$ cat config.mk
export PLATFORM = sky130hd
export DESIGN_NAME = m16Top
export DESIGN_NICKNAME = d
export VERILOG_FILES = /design/src/m16Pkg.sv /design/src/uartRx.sv /design/src/chanBuffer.sv /design/src/rdScheduler.sv /design/src/orbPacker.sv /design/src/frameBuffer.sv /design/src/frameReader.sv /design/src/m16Top.sv
export SDC_FILE = /design/constraint.sdc
export NUM_CORES = 2
export LEC_CHECK = 0
export BUFFER_PORTS_ARGS = -buffer_cell sky130_fd_sc_hd__buf_2
export CORE_MARGIN = 2
export CORE_UTILIZATION = 40
export CTS_CLUSTER_DIAMETER = 120
export DETAILED_ROUTE_END_ITERATION = 10
export PLACE_DENSITY_LB_ADDON = 0.12
export SKIP_CTS_REPAIR_TIMING = 1
export SYNTH_ARGS = -nofsm -noshare
export SYNTH_HDL_FRONTEND = slang
export SYNTH_SLANG_ARGS = --single-unit
export TNS_END_PERCENT = 20
$ cat constraint.sdc
create_clock -name clk80MHz -period 4.52 [get_ports clk80MHz]
set_input_delay 1.356 -clock clk80MHz [delete_from_list [all_inputs] [get_ports clk80MHz]]
set_output_delay 1.356 -clock clk80MHz [all_outputs]
set_load 0.02 [all_outputs]
$ cat src/m16Pkg.sv
`default_nettype none

package m16Pkg;

	parameter int byteW = 8; // serial data byte
	parameter int orbWordW = 12; // telemetry word
	parameter int chanW = 3; // channel index, up to 8
	parameter int idxW = 3; // byte position in a packet
	parameter int frameAddrW = 6; // frame memory, up to 64 words

	parameter logic [orbWordW-1:0] syncWord = 12'hF5A; // word 0 of every frame

	// one byte read back out of a channel buffer
	typedef struct packed {
		logic strobe; // byte valid this cycle
		logic [chanW-1:0] chan; // source channel
		logic [idxW-1:0] byteIdx; // position within packet
		logic [byteW-1:0] data;
	} chanRead_t;

	// one write into the frame memory
	typedef struct packed {
		logic wrEn;
		logic [frameAddrW-1:0] addr; // fixed slot in frame
		logic [orbWordW-1:0] word; // tagged telemetry word
	} orbWrite_t;

endpackage

`default_nettype wire

$ cat src/uartRx.sv
`default_nettype none

module uartRx #(
	parameter int clksPerBit = 694
) (
	input logic clk80MHz,
	input logic rstN,
	input logic rx, // serial line, idle high
	output logic [m16Pkg::byteW-1:0] rxByte,
	output logic byteValid
);

	localparam int bW = m16Pkg::byteW;
	localparam int cntW = $clog2(clksPerBit + 1);
	localparam logic [cntW-1:0] lastCnt = cntW'(clksPerBit - 1); // one full bit
	localparam logic [cntW-1:0] halfCnt = cntW'(clksPerBit / 2 - 1); // to mid start bit

	typedef enum logic [1:0] {
		idle,
		startBit,
		dataBits,
		stopBit
	} state_t;

	state_t state;
	logic [1:0] rxSync; // two-flop synchronizer
	logic [cntW-1:0] bitCnt; // clocks inside current bit
	logic [2:0] bitIdx; // data bit number
	logic [bW-1:0] shiftReg; // lsb arrives first

	always_ff @(posedge clk80MHz) begin
		if (!rstN) begin
			rxSync <= 2'b11; // line idles high
		end else begin
			rxSync <= {rxSync[0], rx};
		end
	end

	always_ff @(posedge clk80MHz) begin
		if (!rstN) begin
			state <= idle;
			bitCnt <= '0;
			bitIdx <= '0;
			byteValid <= 1'b0;
		end else begin
			byteValid <= 1'b0; // single-cycle strobe
			case (state)
				idle: begin
					bitCnt <= '0;
					if (!rxSync[1]) begin
						state <= startBit; // start edge seen
					end
				end
				startBit: begin
					if (bitCnt == halfCnt) begin
						bitCnt <= '0;
						bitIdx <= '0;
						state <= rxSync[1] ? idle : dataBits; // high again means glitch
					end else begin
						bitCnt <= bitCnt + 1'b1;
					end
				end
				dataBits: begin
					if (bitCnt == lastCnt) begin
						bitCnt <= '0;
						shiftReg <= {rxSync[1], shiftReg[bW-1:1]}; // mid-bit sample
						bitIdx <= bitIdx + 1'b1;
						if (bitIdx == 3'd7) begin
							state <= stopBit;
						end
					end else begin
						bitCnt <= bitCnt + 1'b1;
					end
				end
				default: begin // stop bit
					if (bitCnt == lastCnt) begin
						bitCnt <= '0;
						state <= idle;
						if (rxSync[1]) begin
							byteValid <= 1'b1; // framing ok
							rxByte <= shiftReg;
						end
					end else begin
						bitCnt <= bitCnt + 1'b1;
					end
				end
			endcase
		end
	end

endmodule

`default_nettype wire

$ cat src/chanBuffer.sv
`default_nettype none

module chanBuffer #(
	parameter int packetBytes = 4
) (
	input logic clk80MHz,
	input logic rstN,
	input logic [m16Pkg::byteW-1:0] rxByte,
	input logic byteValid,
	input logic rdEn,
	input logic [m16Pkg::idxW-1:0] rdAddr,
	output logic [m16Pkg::byteW-1:0] rdData,
	output logic full // one pulse per finished packet
);

	localparam int bW = m16Pkg::byteW;
	localparam int iW = m16Pkg::idxW;
	localparam logic [iW-1:0] lastIdx = iW'(packetBytes - 1);

	logic [bW-1:0] mem [2**iW]; // sized to the index range
	logic [iW-1:0] wrCnt; // next byte slot
	logic wrEn; // byteValid delayed one cycle
	logic [bW-1:0] wrData;

	always_ff @(posedge clk80MHz) begin
		if (!rstN) begin
			wrEn <= 1'b0;
			wrCnt <= '0;
			full <= 1'b0;
		end else begin
			wrEn <= byteValid;
			full <= 1'b0;
			if (wrEn) begin
				if (wrCnt == lastIdx) begin
					wrCnt <= '0; // wrap for next packet
					full <= 1'b1;
				end else begin
					wrCnt <= wrCnt + 1'b1;
				end
			end
		end
	end

	always_ff @(posedge clk80MHz) begin
		wrData <= rxByte;
		if (wrEn) begin
			mem[wrCnt] <= wrData;
		end
		if (rdEn) begin
			rdData <= mem[rdAddr]; // one cycle read latency
		end
	end

endmodule

`default_nettype wire

$ cat src/rdScheduler.sv
`default_nettype none

module rdScheduler #(
	parameter int numChan = 3,
	parameter int packetBytes = 4
) (
	input logic clk80MHz,
	input logic rstN,
	input logic [numChan-1:0] full,
	input logic [numChan*m16Pkg::byteW-1:0] rdData,
	output logic [numChan-1:0] rdEn,
	output logic [m16Pkg::idxW-1:0] rdAddr,
	output m16Pkg::chanRead_t rd
);

	localparam int bW = m16Pkg::byteW;
	localparam int cW = m16Pkg::chanW;
	localparam int iW = m16Pkg::idxW;
	localparam logic [iW-1:0] lastIdx = iW'(packetBytes - 1);

	logic [numChan-1:0] pending; // packets waiting for readout
	logic [numChan-1:0] grant; // lowest pending, one-hot
	logic [cW-1:0] pickChan;
	logic pickValid;
	logic busy;
	logic [cW-1:0] curChan; // channel being read
	logic [iW-1:0] rdIdx;
	logic strobeQ; // memory data valid
	logic [cW-1:0] chanQ;
	logic [iW-1:0] idxQ;

	always_comb begin
		pickValid = 1'b0;
		pickChan = '0;
		grant = '0;
		for (int i = numChan - 1; i >= 0; i--) begin // lowest index wins
			if (pending[i]) begin
				pickValid = 1'b1;
				pickChan = cW'(i);
				grant = '0;
				grant[i] = 1'b1;
			end
		end
	end

	always_comb begin
		for (int i = 0; i < numChan; i++) begin
			rdEn[i] = busy && (curChan == cW'(i));
		end
	end

	assign rdAddr = rdIdx;

	always_ff @(posedge clk80MHz) begin
		if (!rstN) begin
			pending <= '0;
			busy <= 1'b0;
			curChan <= '0;
			rdIdx <= '0;
			strobeQ <= 1'b0;
		end else begin
			pending <= (pending | full) & ~(grant & {numChan{!busy}}); // late pulses stay queued
			strobeQ <= busy;
			if (busy) begin
				rdIdx <= rdIdx + 1'b1;
				if (rdIdx == lastIdx) begin
					busy <= 1'b0; // packet done
				end
			end else if (pickValid) begin
				busy <= 1'b1;
				curChan <= pickChan;
				rdIdx <= '0;
			end
		end
	end

	always_ff @(posedge clk80MHz) begin
		chanQ <= curChan; // tags line up with read data
		idxQ <= rdIdx;
	end

	assign rd.strobe = strobeQ;
	assign rd.chan = chanQ;
	assign rd.byteIdx = idxQ;
	assign rd.data = rdData[chanQ*bW +: bW]; // pick the served channel

endmodule

`default_nettype wire

$ cat src/orbPacker.sv
`default_nettype none

module orbPacker #(
	parameter int packetBytes = 4
) (
	input logic clk80MHz,
	input logic rstN,
	input m16Pkg::chanRead_t rd,
	output m16Pkg::orbWrite_t wr
);

	localparam int aW = m16Pkg::frameAddrW;
	localparam int wW = m16Pkg::orbWordW;
	localparam int tagW = m16Pkg::orbWordW - m16Pkg::byteW; // upper nibble

	logic wrEnQ;
	logic [aW-1:0] addrQ;
	logic [wW-1:0] wordQ;
	logic [tagW-1:0] tag;
	logic [aW-1:0] slot;

	assign tag = tagW'(rd.chan) + tagW'(1); // channel numbers start at 1
	// slot 0 holds sync, channels follow in order
	assign slot = aW'(1) + aW'(rd.chan) * aW'(packetBytes) + aW'(rd.byteIdx);

	always_ff @(posedge clk80MHz) begin
		if (!rstN) begin
			wrEnQ <= 1'b0;
		end else begin
			wrEnQ <= rd.strobe;
		end
	end

	always_ff @(posedge clk80MHz) begin
		addrQ <= slot;
		wordQ <= {tag, rd.data}; // tag above raw byte
	end

	assign wr.wrEn = wrEnQ;
	assign wr.addr = addrQ;
	assign wr.word = wordQ;

endmodule

`default_nettype wire

$ cat src/frameBuffer.sv
`default_nettype none

module frameBuffer (
	input logic clk80MHz,
	input logic rstN,
	input m16Pkg::orbWrite_t wr,
	input logic [m16Pkg::frameAddrW-1:0] rdAddr,
	input logic swap,
	output logic [m16Pkg::orbWordW-1:0] rdData
);

	localparam int aW = m16Pkg::frameAddrW;
	localparam int wW = m16Pkg::orbWordW;

	logic [wW-1:0] mem [2][2**aW]; // ping-pong banks
	logic bankSel; // bank on the read side
	logic [aW-1:0] sweepAddr; // clear pointer

	always_ff @(posedge clk80MHz) begin
		if (!rstN) begin
			bankSel <= 1'b0;
		end else if (swap) begin
			bankSel <= !bankSel; // effective next cycle
		end
	end

	always_ff @(posedge clk80MHz) begin
		if (!rstN) begin
			sweepAddr <= sweepAddr + 1'b1; // walks both banks while held
		end else begin
			sweepAddr <= '0;
		end
	end

	always_ff @(posedge clk80MHz) begin
		if (!rstN) begin
			mem[0][sweepAddr] <= '0;
			mem[1][sweepAddr] <= '0;
		end else if (wr.wrEn) begin
			mem[!bankSel][wr.addr] <= wr.word; // fill the idle bank
		end
	end

	always_ff @(posedge clk80MHz) begin
		rdData <= mem[bankSel][rdAddr]; // read latency one
	end

endmodule

`default_nettype wire

$ cat src/frameReader.sv
`default_nettype none

module frameReader #(
	parameter int numChan = 3,
	parameter int packetBytes = 4,
	parameter int wordDiv = 64
) (
	input logic clk80MHz,
	input logic rstN,
	input logic [m16Pkg::orbWordW-1:0] rdData,
	output logic [m16Pkg::frameAddrW-1:0] rdAddr,
	output logic swap,
	output logic [m16Pkg::orbWordW-1:0] orbWord,
	output logic wordStrobe,
	output logic frameStart
);

	localparam int aW = m16Pkg::frameAddrW;
	localparam int frameWords = numChan * packetBytes + 1; // sync plus data
	localparam int divW = $clog2(wordDiv + 1);
	localparam logic [divW-1:0] lastDiv = divW'(wordDiv - 1);
	localparam logic [aW-1:0] lastWord = aW'(frameWords - 1);

	logic [divW-1:0] divCnt; // word rate divider
	logic [aW-1:0] wordCnt; // position in frame
	logic tick; // issue an address

	assign tick = (divCnt == lastDiv);
	assign rdAddr = wordCnt;
	assign swap = tick && (wordCnt == lastWord); // with the last address
	assign orbWord = frameStart ? m16Pkg::syncWord : rdData; // sync never read from memory

	always_ff @(posedge clk80MHz) begin
		if (!rstN) begin
			divCnt <= '0;
			wordCnt <= '0;
			wordStrobe <= 1'b0;
			frameStart <= 1'b0;
		end else begin
			wordStrobe <= tick; // data back from memory now
			frameStart <= tick && (wordCnt == '0);
			if (tick) begin
				divCnt <= '0;
				if (wordCnt == lastWord) begin
					wordCnt <= '0; // next frame
				end else begin
					wordCnt <= wordCnt + 1'b1;
				end
			end else begin
				divCnt <= divCnt + 1'b1;
			end
		end
	end

endmodule

`default_nettype wire

$ cat src/m16Top.sv
`default_nettype none

module m16Top #(
	parameter int numChan = 3,
	parameter int packetBytes = 4,
	parameter int clksPerBit = 694,
	parameter int wordDiv = 64
) (
	input logic clk80MHz,
	input logic rstN,
	input logic [numChan-1:0] rx, // one serial line per sensor board
	output logic [m16Pkg::orbWordW-1:0] orbWord,
	output logic wordStrobe,
	output logic frameStart
);

	localparam int bW = m16Pkg::byteW;

	logic [numChan-1:0][bW-1:0] rxByte;
	logic [numChan-1:0] byteValid;
	logic [numChan-1:0] full;
	logic [numChan-1:0] rdEn;
	logic [numChan*bW-1:0] chanData; // all buffer outputs side by side
	logic [m16Pkg::idxW-1:0] chanAddr; // shared buffer read address
	m16Pkg::chanRead_t rd;
	m16Pkg::orbWrite_t wr;
	logic [m16Pkg::frameAddrW-1:0] frameAddr;
	logic swap;
	logic [m16Pkg::orbWordW-1:0] frameData;

	for (genvar c = 0; c < numChan; c++) begin : gChan
		uartRx #(
			.clksPerBit(clksPerBit)
		) uartRx_inst (
			.clk80MHz(clk80MHz),
			.rstN(rstN),
			.rx(rx[c]),
			.rxByte(rxByte[c]),
			.byteValid(byteValid[c])
		);

		chanBuffer #(
			.packetBytes(packetBytes)
		) chanBuffer_inst (
			.clk80MHz(clk80MHz),
			.rstN(rstN),
			.rxByte(rxByte[c]),
			.byteValid(byteValid[c]),
			.rdEn(rdEn[c]),
			.rdAddr(chanAddr),
			.rdData(chanData[c*bW +: bW]),
			.full(full[c])
		);
	end

	rdScheduler #(
		.numChan(numChan),
		.packetBytes(packetBytes)
	) rdScheduler_inst (
		.clk80MHz(clk80MHz),
		.rstN(rstN),
		.full(full),
		.rdData(chanData),
		.rdEn(rdEn),
		.rdAddr(chanAddr),
		.rd(rd)
	);

	orbPacker #(
		.packetBytes(packetBytes)
	) orbPacker_inst (
		.clk80MHz(clk80MHz),
		.rstN(rstN),
		.rd(rd),
		.wr(wr)
	);

	frameBuffer frameBuffer_inst (
		.clk80MHz(clk80MHz),
		.rstN(rstN),
		.wr(wr),
		.rdAddr(frameAddr),
		.swap(swap),
		.rdData(frameData)
	);

	frameReader #(
		.numChan(numChan),
		.packetBytes(packetBytes),
		.wordDiv(wordDiv)
	) frameReader_inst (
		.clk80MHz(clk80MHz),
		.rstN(rstN),
		.rdData(frameData),
		.rdAddr(frameAddr),
		.swap(swap),
		.orbWord(orbWord),
		.wordStrobe(wordStrobe),
		.frameStart(frameStart)
	);

endmodule

`default_nettype wire

# After elaboration in Yosys (flattened, before gate mapping)
# Memory sizes are Yosys's and may differ from the RTL's. A register that Yosys moved wholly into a read port is not among the register bits.
# Cells that the tools add are included.
# totals
regBits	211
mem_bits_rw	1728
inputBits	5
mem_count	4
# memory_table
name	depth	width	read_ports	rd_ports_with_merged_regs	wr	line	text
frameBuffer_inst.mem	2	768	1	1	2	frameBuffer.sv:15	logic [wW-1:0] mem [2][2**aW];
gChan[0].chanBuffer_inst.mem	8	8	1	1	1	chanBuffer.sv:20	logic [bW-1:0] mem [2**iW];
gChan[1].chanBuffer_inst.mem	8	8	1	1	1	chanBuffer.sv:20	
gChan[2].chanBuffer_inst.mem	8	8	1	1	1	chanBuffer.sv:20	
# op_classes
n_addsub	16
n_lt_le_gt_ge	5
eq_ne	35
shift	1
n_mux	86
bitwise_logic	15
n_reduce_logical	45
# op_table
op	n
768-bit 2-to-1 mux	4
768-bit OR reduction	1
12-bit demux with 6-bit select	2
12-bit binary-select mux with 6-bit select	1
10-bit 2-to-1 mux	6
12-bit 2-to-1 mux	5
10-bit case mux with 2 select lines	3
2-bit 2-to-1 mux	21
3-bit 2-to-1 mux	14
10-bit by 1-bit adder with 10-bit output (second input constant)	3
10-bit equality test (second input constant)	3
10-bit by 9-bit equality test with 1-bit output (second input constant)	3
24-bit by 7-bit indexed part select with 8-bit output	1
1-bit 2-to-1 mux	23
3-bit by 1-bit adder with 3-bit output (second input constant)	7
7-bit greater-or-equal comparator (second input constant)	3
6-bit NOT with 7-bit output	3
2-bit by 1-bit != test with 1-bit output (second input constant)	9
2-bit case mux with 3 select lines	3
3-bit case mux with 2 select lines	3
3-bit AND reduction	6
3-bit by 2-bit equality test with 1-bit output (second input constant)	5
5-bit AND reduction	3
5-bit OR reduction	3
other kinds (29)	68

# Longest topological paths before layout
# logic_depth
depth_word	8
mapped_depth	10
depth_no_buf	7

# Modules after synthesis
# Synthesis repeated with hierarchy kept, for this count alone.
# unflattened
cells_unflattened	5449
area_unflattened_um2	86942.1
# modules_own_cells
mod	instances	cells_per_inst	area_each_um2
frameBuffer	1	4464	71250.8
chanBuffer	3	140	3113.0
uartRx	3	121	1441.4
frameReader	1	93	789.5
rdScheduler	1	71	716.9
orbPacker	1	38	521.8

# Worst setup path before layout
# No wires, ideal clock.
# synth_timing
kind	input -> register
start	input rstN
end	memory frameBuffer_inst.mem[0][396] in the netlist's numbering (enable)
setup_ns	0.394
arrival_ns	3.110
path_slack_ns	1.016
stages	6
n_path_buf	2
cell_sequence	clkbuf_1 nand2_1 nor2_1 nand3_1 clkbuf_1 o21ai_0
# synth_rtl
item	line	text
start: declaration	m16Top.sv:10	input logic rstN,
end: declaration	frameBuffer.sv:15	

==> results.yml <==
pwr:
  ir_worst_vdd_mv: 0.304
  p_sw_share_pct: 20.5
  clock_power_share_pct: 47.2
  power_frac_comb_pct: 1.6
  p_sw_w: 0.00450
  p_leak_nw: 18.0
  p_int_w: 0.0175
  cellPowerDensity_nw_per_um2: 403
  seqPwrFrac_pct: 51.2
synth:
  netlist_top_cells_count: "968 x edfxtp_1, 716 x and2_1, 223 x mux4_2"
  syn_area_per_cell_sq_um: 14.9
  synth-seq-cells: 1127
  syn_nets: 3280
  synthArstFlopShare_pct: 0
  synth_edf_count: 968
  synthDistinctLibCells: 63
  yosysMostFrequentCell: "edfxtp_1"
  synth_cells: 3236
  yosys_warnings: 0
  synth_top_cell_by_area: "edfxtp_1"
  synth_ff_type: "edfxtp_1"
  synth_area_sq_um: 48200
  seq_area_frac_synth_pct: 66.9
  synth.area.top_cells: "edfxtp_1 60%, mux4_2 10%, and2_1 9.3%"
  synth_top_area_share_pct: 60.3
die:
  die_width_um: 351
  row_count: 127
  io_pins: 19
  coreArea_sq_um: 120000
  initial_core_util_pct: 40.3
  die_h_um: 351
  die_area_sq_um: 123000
finish:
  nNetsFinal: 3283
  nFillCells: 10500
  drive_above_1_share_pct: 18.0
  syn_to_final_growth_pct: 13.0
sta:
  rsz0062_at_grt: "no"
  setup_violations: 0
  finClkSkew_ns: 0.0583
  max_slew_margin_pct: 15.6
  tns_ns: 0
  min_period_ns: 3.53
  maxSlewViolCount: 0
  finalHoldViolCount: 0
  fin_ws_ns: 0.991
  fmax_ghz: 0.283
  worstMarginPinSlew_ns: 1.26
  period_share_pct: 78.1
clock_network:
  cts_tree: "built"
  clk_pin_slew_worst_paths_ns: 0.06
  numCtsBuffers: 119
  worstSkewPairLatency_ns: 0.72
  cts_root_buf: "clkbuf_16"
  cts_buffer_depth: 3
  htree_levels: 3
  clock_sinks: 1127
placement:
  numPortBuffers: 18
  dp_hpwl_mm: 77.6
  globalplace.congestion: 0.808
  post-place-ws_ns: 0.631
global_routing:
  grt_usage_pct: 20.3
  grt_first_pass_wirelength_mm: 183
  grt_max_degree: 65
  overflow: 0
  grt_pass1_vias: 27600
  antenna_found_initial: 2
drt:
  vias_per_cell: 5.29
  dr.pass1.iters: 6
  vias: 26200
  ant_nets: 0
  drc: 0
  postRouteWirelength_mm: 123
  drtIter0Drc: 2344
  wl_per_cell_um: 24.8
worst_setup_path:
  worstSetupEndpointType: "flop"
  endpoint: "frameBuffer_inst.rdData[3]"
  r2r_setup_slack_ns: 0.99
  critPathMaxFanout: 28
  worstPathRequired_ns: 5.11
  crit_chain: "buf_4 -> mux4_2 -> a221oi_1 -> o22ai_1 -> a211o_1"
  worstSetupPathType: "reg -> reg"
  max_stage_delay_ns: 0.84
  r2r_cells: 5
  cp_data_arrival_time_ns: 4.12
  slowest_stage: "a221oi_1"
  start_kind: "flop"
  rr_endpoint: "frameBuffer_inst.rdData[3]"
outcome:
  outcome: "finished clean"
hold_path:
  min_path_type: "reg -> reg"
flow_run:
  drv_cap: 0
cell type report:
cell class	count	area [sq um]	share of cell area (%)
diodes	4	10.0	0.0184
clock buffers	146	3240	5.95
clock inverters	82	971	1.78
inverters	32	120	0.221
multi-input cells	1827	14800	27.2
flip-flops and latches	1127	32300	59.3
well taps	1612	2020	3.70
repair buffers	132	996	1.83
flip-flops by register name, summed over array words and instances (netlist names), 3 cells and up, named ones only:
register / count
frameReader_inst.rdAddr: 6
gChan.uartRx_inst.byteValid: 3
orbPacker_inst.addrQ: 5
rdScheduler_inst.idxQ: 3
gChan.chanBuffer_inst.wrCnt: 9
frameBuffer_inst.rdData: 11
gChan.uartRx_inst.rxSync: 6
gChan.chanBuffer_inst.wrData: 24
gChan.chanBuffer_inst.mem: 192
gChan.uartRx_inst.state: 6
gChan.uartRx_inst.shiftReg: 24
frameReader_inst.divCnt: 7
gChan.chanBuffer_inst.rdData: 24
gChan.chanBuffer_inst.wrEn: 3
gChan.uartRx_inst.bitIdx: 9
frameBuffer_inst.mem: 704
frameBuffer_inst.sweepAddr: 6
rdScheduler_inst.rdAddr: 3
gChan.chanBuffer_inst.full: 3
gChan.uartRx_inst.rxByte: 24
rdScheduler_inst.pending: 3
orbPacker_inst.wordQ: 11
gChan.uartRx_inst.bitCnt: 30
routing by layer:
metal,track usage (%),wire [um],vias to the layer above
met1,28.1,53800,13500
li1,-,-,11800
met4,6.76,3700,0
met3,2.79,6750,177
met5,0,0,-
met2,33.1,58900,701
cell families (layout without fill, tap and decap cells):
family                   Yosys count  after routing  share of synthesized area [%]
AND/OR/NAND/NOR                 1261           1261                           14.5
flip-flops                      1127           1127                           66.9
XOR/XNOR                          40             40                          0.727
other                              0              4                              0
adder cells (fa/ha/maj)           39             39                           1.01
multiplexers                     273            273                           11.5
AO/OA/AOI/OAI                    214            214                           2.87
buffers and inverters            282            392                           2.48
worst max-delay path: cells and delay by family (launching register included):
| family | cells | cell delay (ns) |
|---|---|---|
| flip-flops | 1 | 0.83 |
| multiplexers | 1 | 0.54 |
| AO/OA/AOI/OAI | 3 | 1.66 |
| buffers and inverters | 1 | 0.34 |
power groups by stage:
stage          Combinational, W  Sequential, W  Clock (W)
4_1_cts                0.000368         0.0112     0.0106
3_3_place_gp           0.000356         0.0115          0
6_report               0.000362         0.0112     0.0104
2_1_floorplan          0.000242         0.0115          0
5_1_grt                0.000401         0.0112     0.0110
3_5_place_dp           0.000366         0.0115          0
cells in the final DEF (no fill, tap or decap), types with 19 or more instances in the layout:
| cell | count |
|---|---|
| nor2_1 | 173 |
| o21ai_1 | 33 |
| mux4_2 | 223 |
| buf_4 | 110 |
| mux2i_1 | 44 |
| nand2b_1 | 27 |
| inv_1 | 28 |
| xor2_1 | 19 |
| clkbuf_16 | 121 |
| a21oi_1 | 31 |
| o21ai_0 | 49 |
| ha_1 | 39 |
| nand3_1 | 26 |
| xnor2_1 | 21 |
| and3_1 | 20 |
| nand2_1 | 200 |
| edfxtp_1 | 968 |
| and2_1 | 716 |
| dfxtp_1 | 143 |
| clkinv_2 | 28 |
| a22oi_1 | 28 |
stage by stage:
| stage | instance area (sq um) | hold WS [ns] | power (W) | utilization (%) | std cells |
|---|---|---|---|---|---|
| 2_1_floorplan | 48200 | 0.323 | 0.0117 | - | 3236 |
| 3_3_place_gp | 50200 | 0.326 | 0.0118 | 42.0 | 4730 |
| 3_5_place_dp | 50200 | 0.327 | 0.0118 | 42.0 | 4730 |
| 4_1_cts | 54400 | 0.341 | 0.0222 | 45.5 | 4958 |
| 5_1_grt | 54400 | 0.345 | 0.0226 | 45.5 | 4958 |
| 6_report | 54400 | 0.339 | 0.0220 | 45.5 | 4962 |
worst min-delay path by stage:
stage | endpoint | depth (start not counted) | startpoint | slack (ns)
5_1_grt | gChan[2].chanBuffer_inst.wrData[1] | 0 | gChan[2].uartRx_inst.rxByte[1] | 0.35
3_3_place_gp | gChan[2].chanBuffer_inst.wrData[4] | 0 | gChan[2].uartRx_inst.rxByte[4] | 0.33
6_report | gChan[2].chanBuffer_inst.wrData[4] | 0 | gChan[2].uartRx_inst.rxByte[4] | 0.34
3_5_place_dp | gChan[1].chanBuffer_inst.wrData[6] | 0 | gChan[1].uartRx_inst.rxByte[6] | 0.33
2_1_floorplan | gChan[0].chanBuffer_inst.wrData[0] | 0 | gChan[0].uartRx_inst.rxByte[0] | 0.32
4_1_cts | gChan[2].chanBuffer_inst.wrData[4] | 0 | gChan[2].uartRx_inst.rxByte[4] | 0.34
Note: power is estimated with default switching activity, not from simulation.
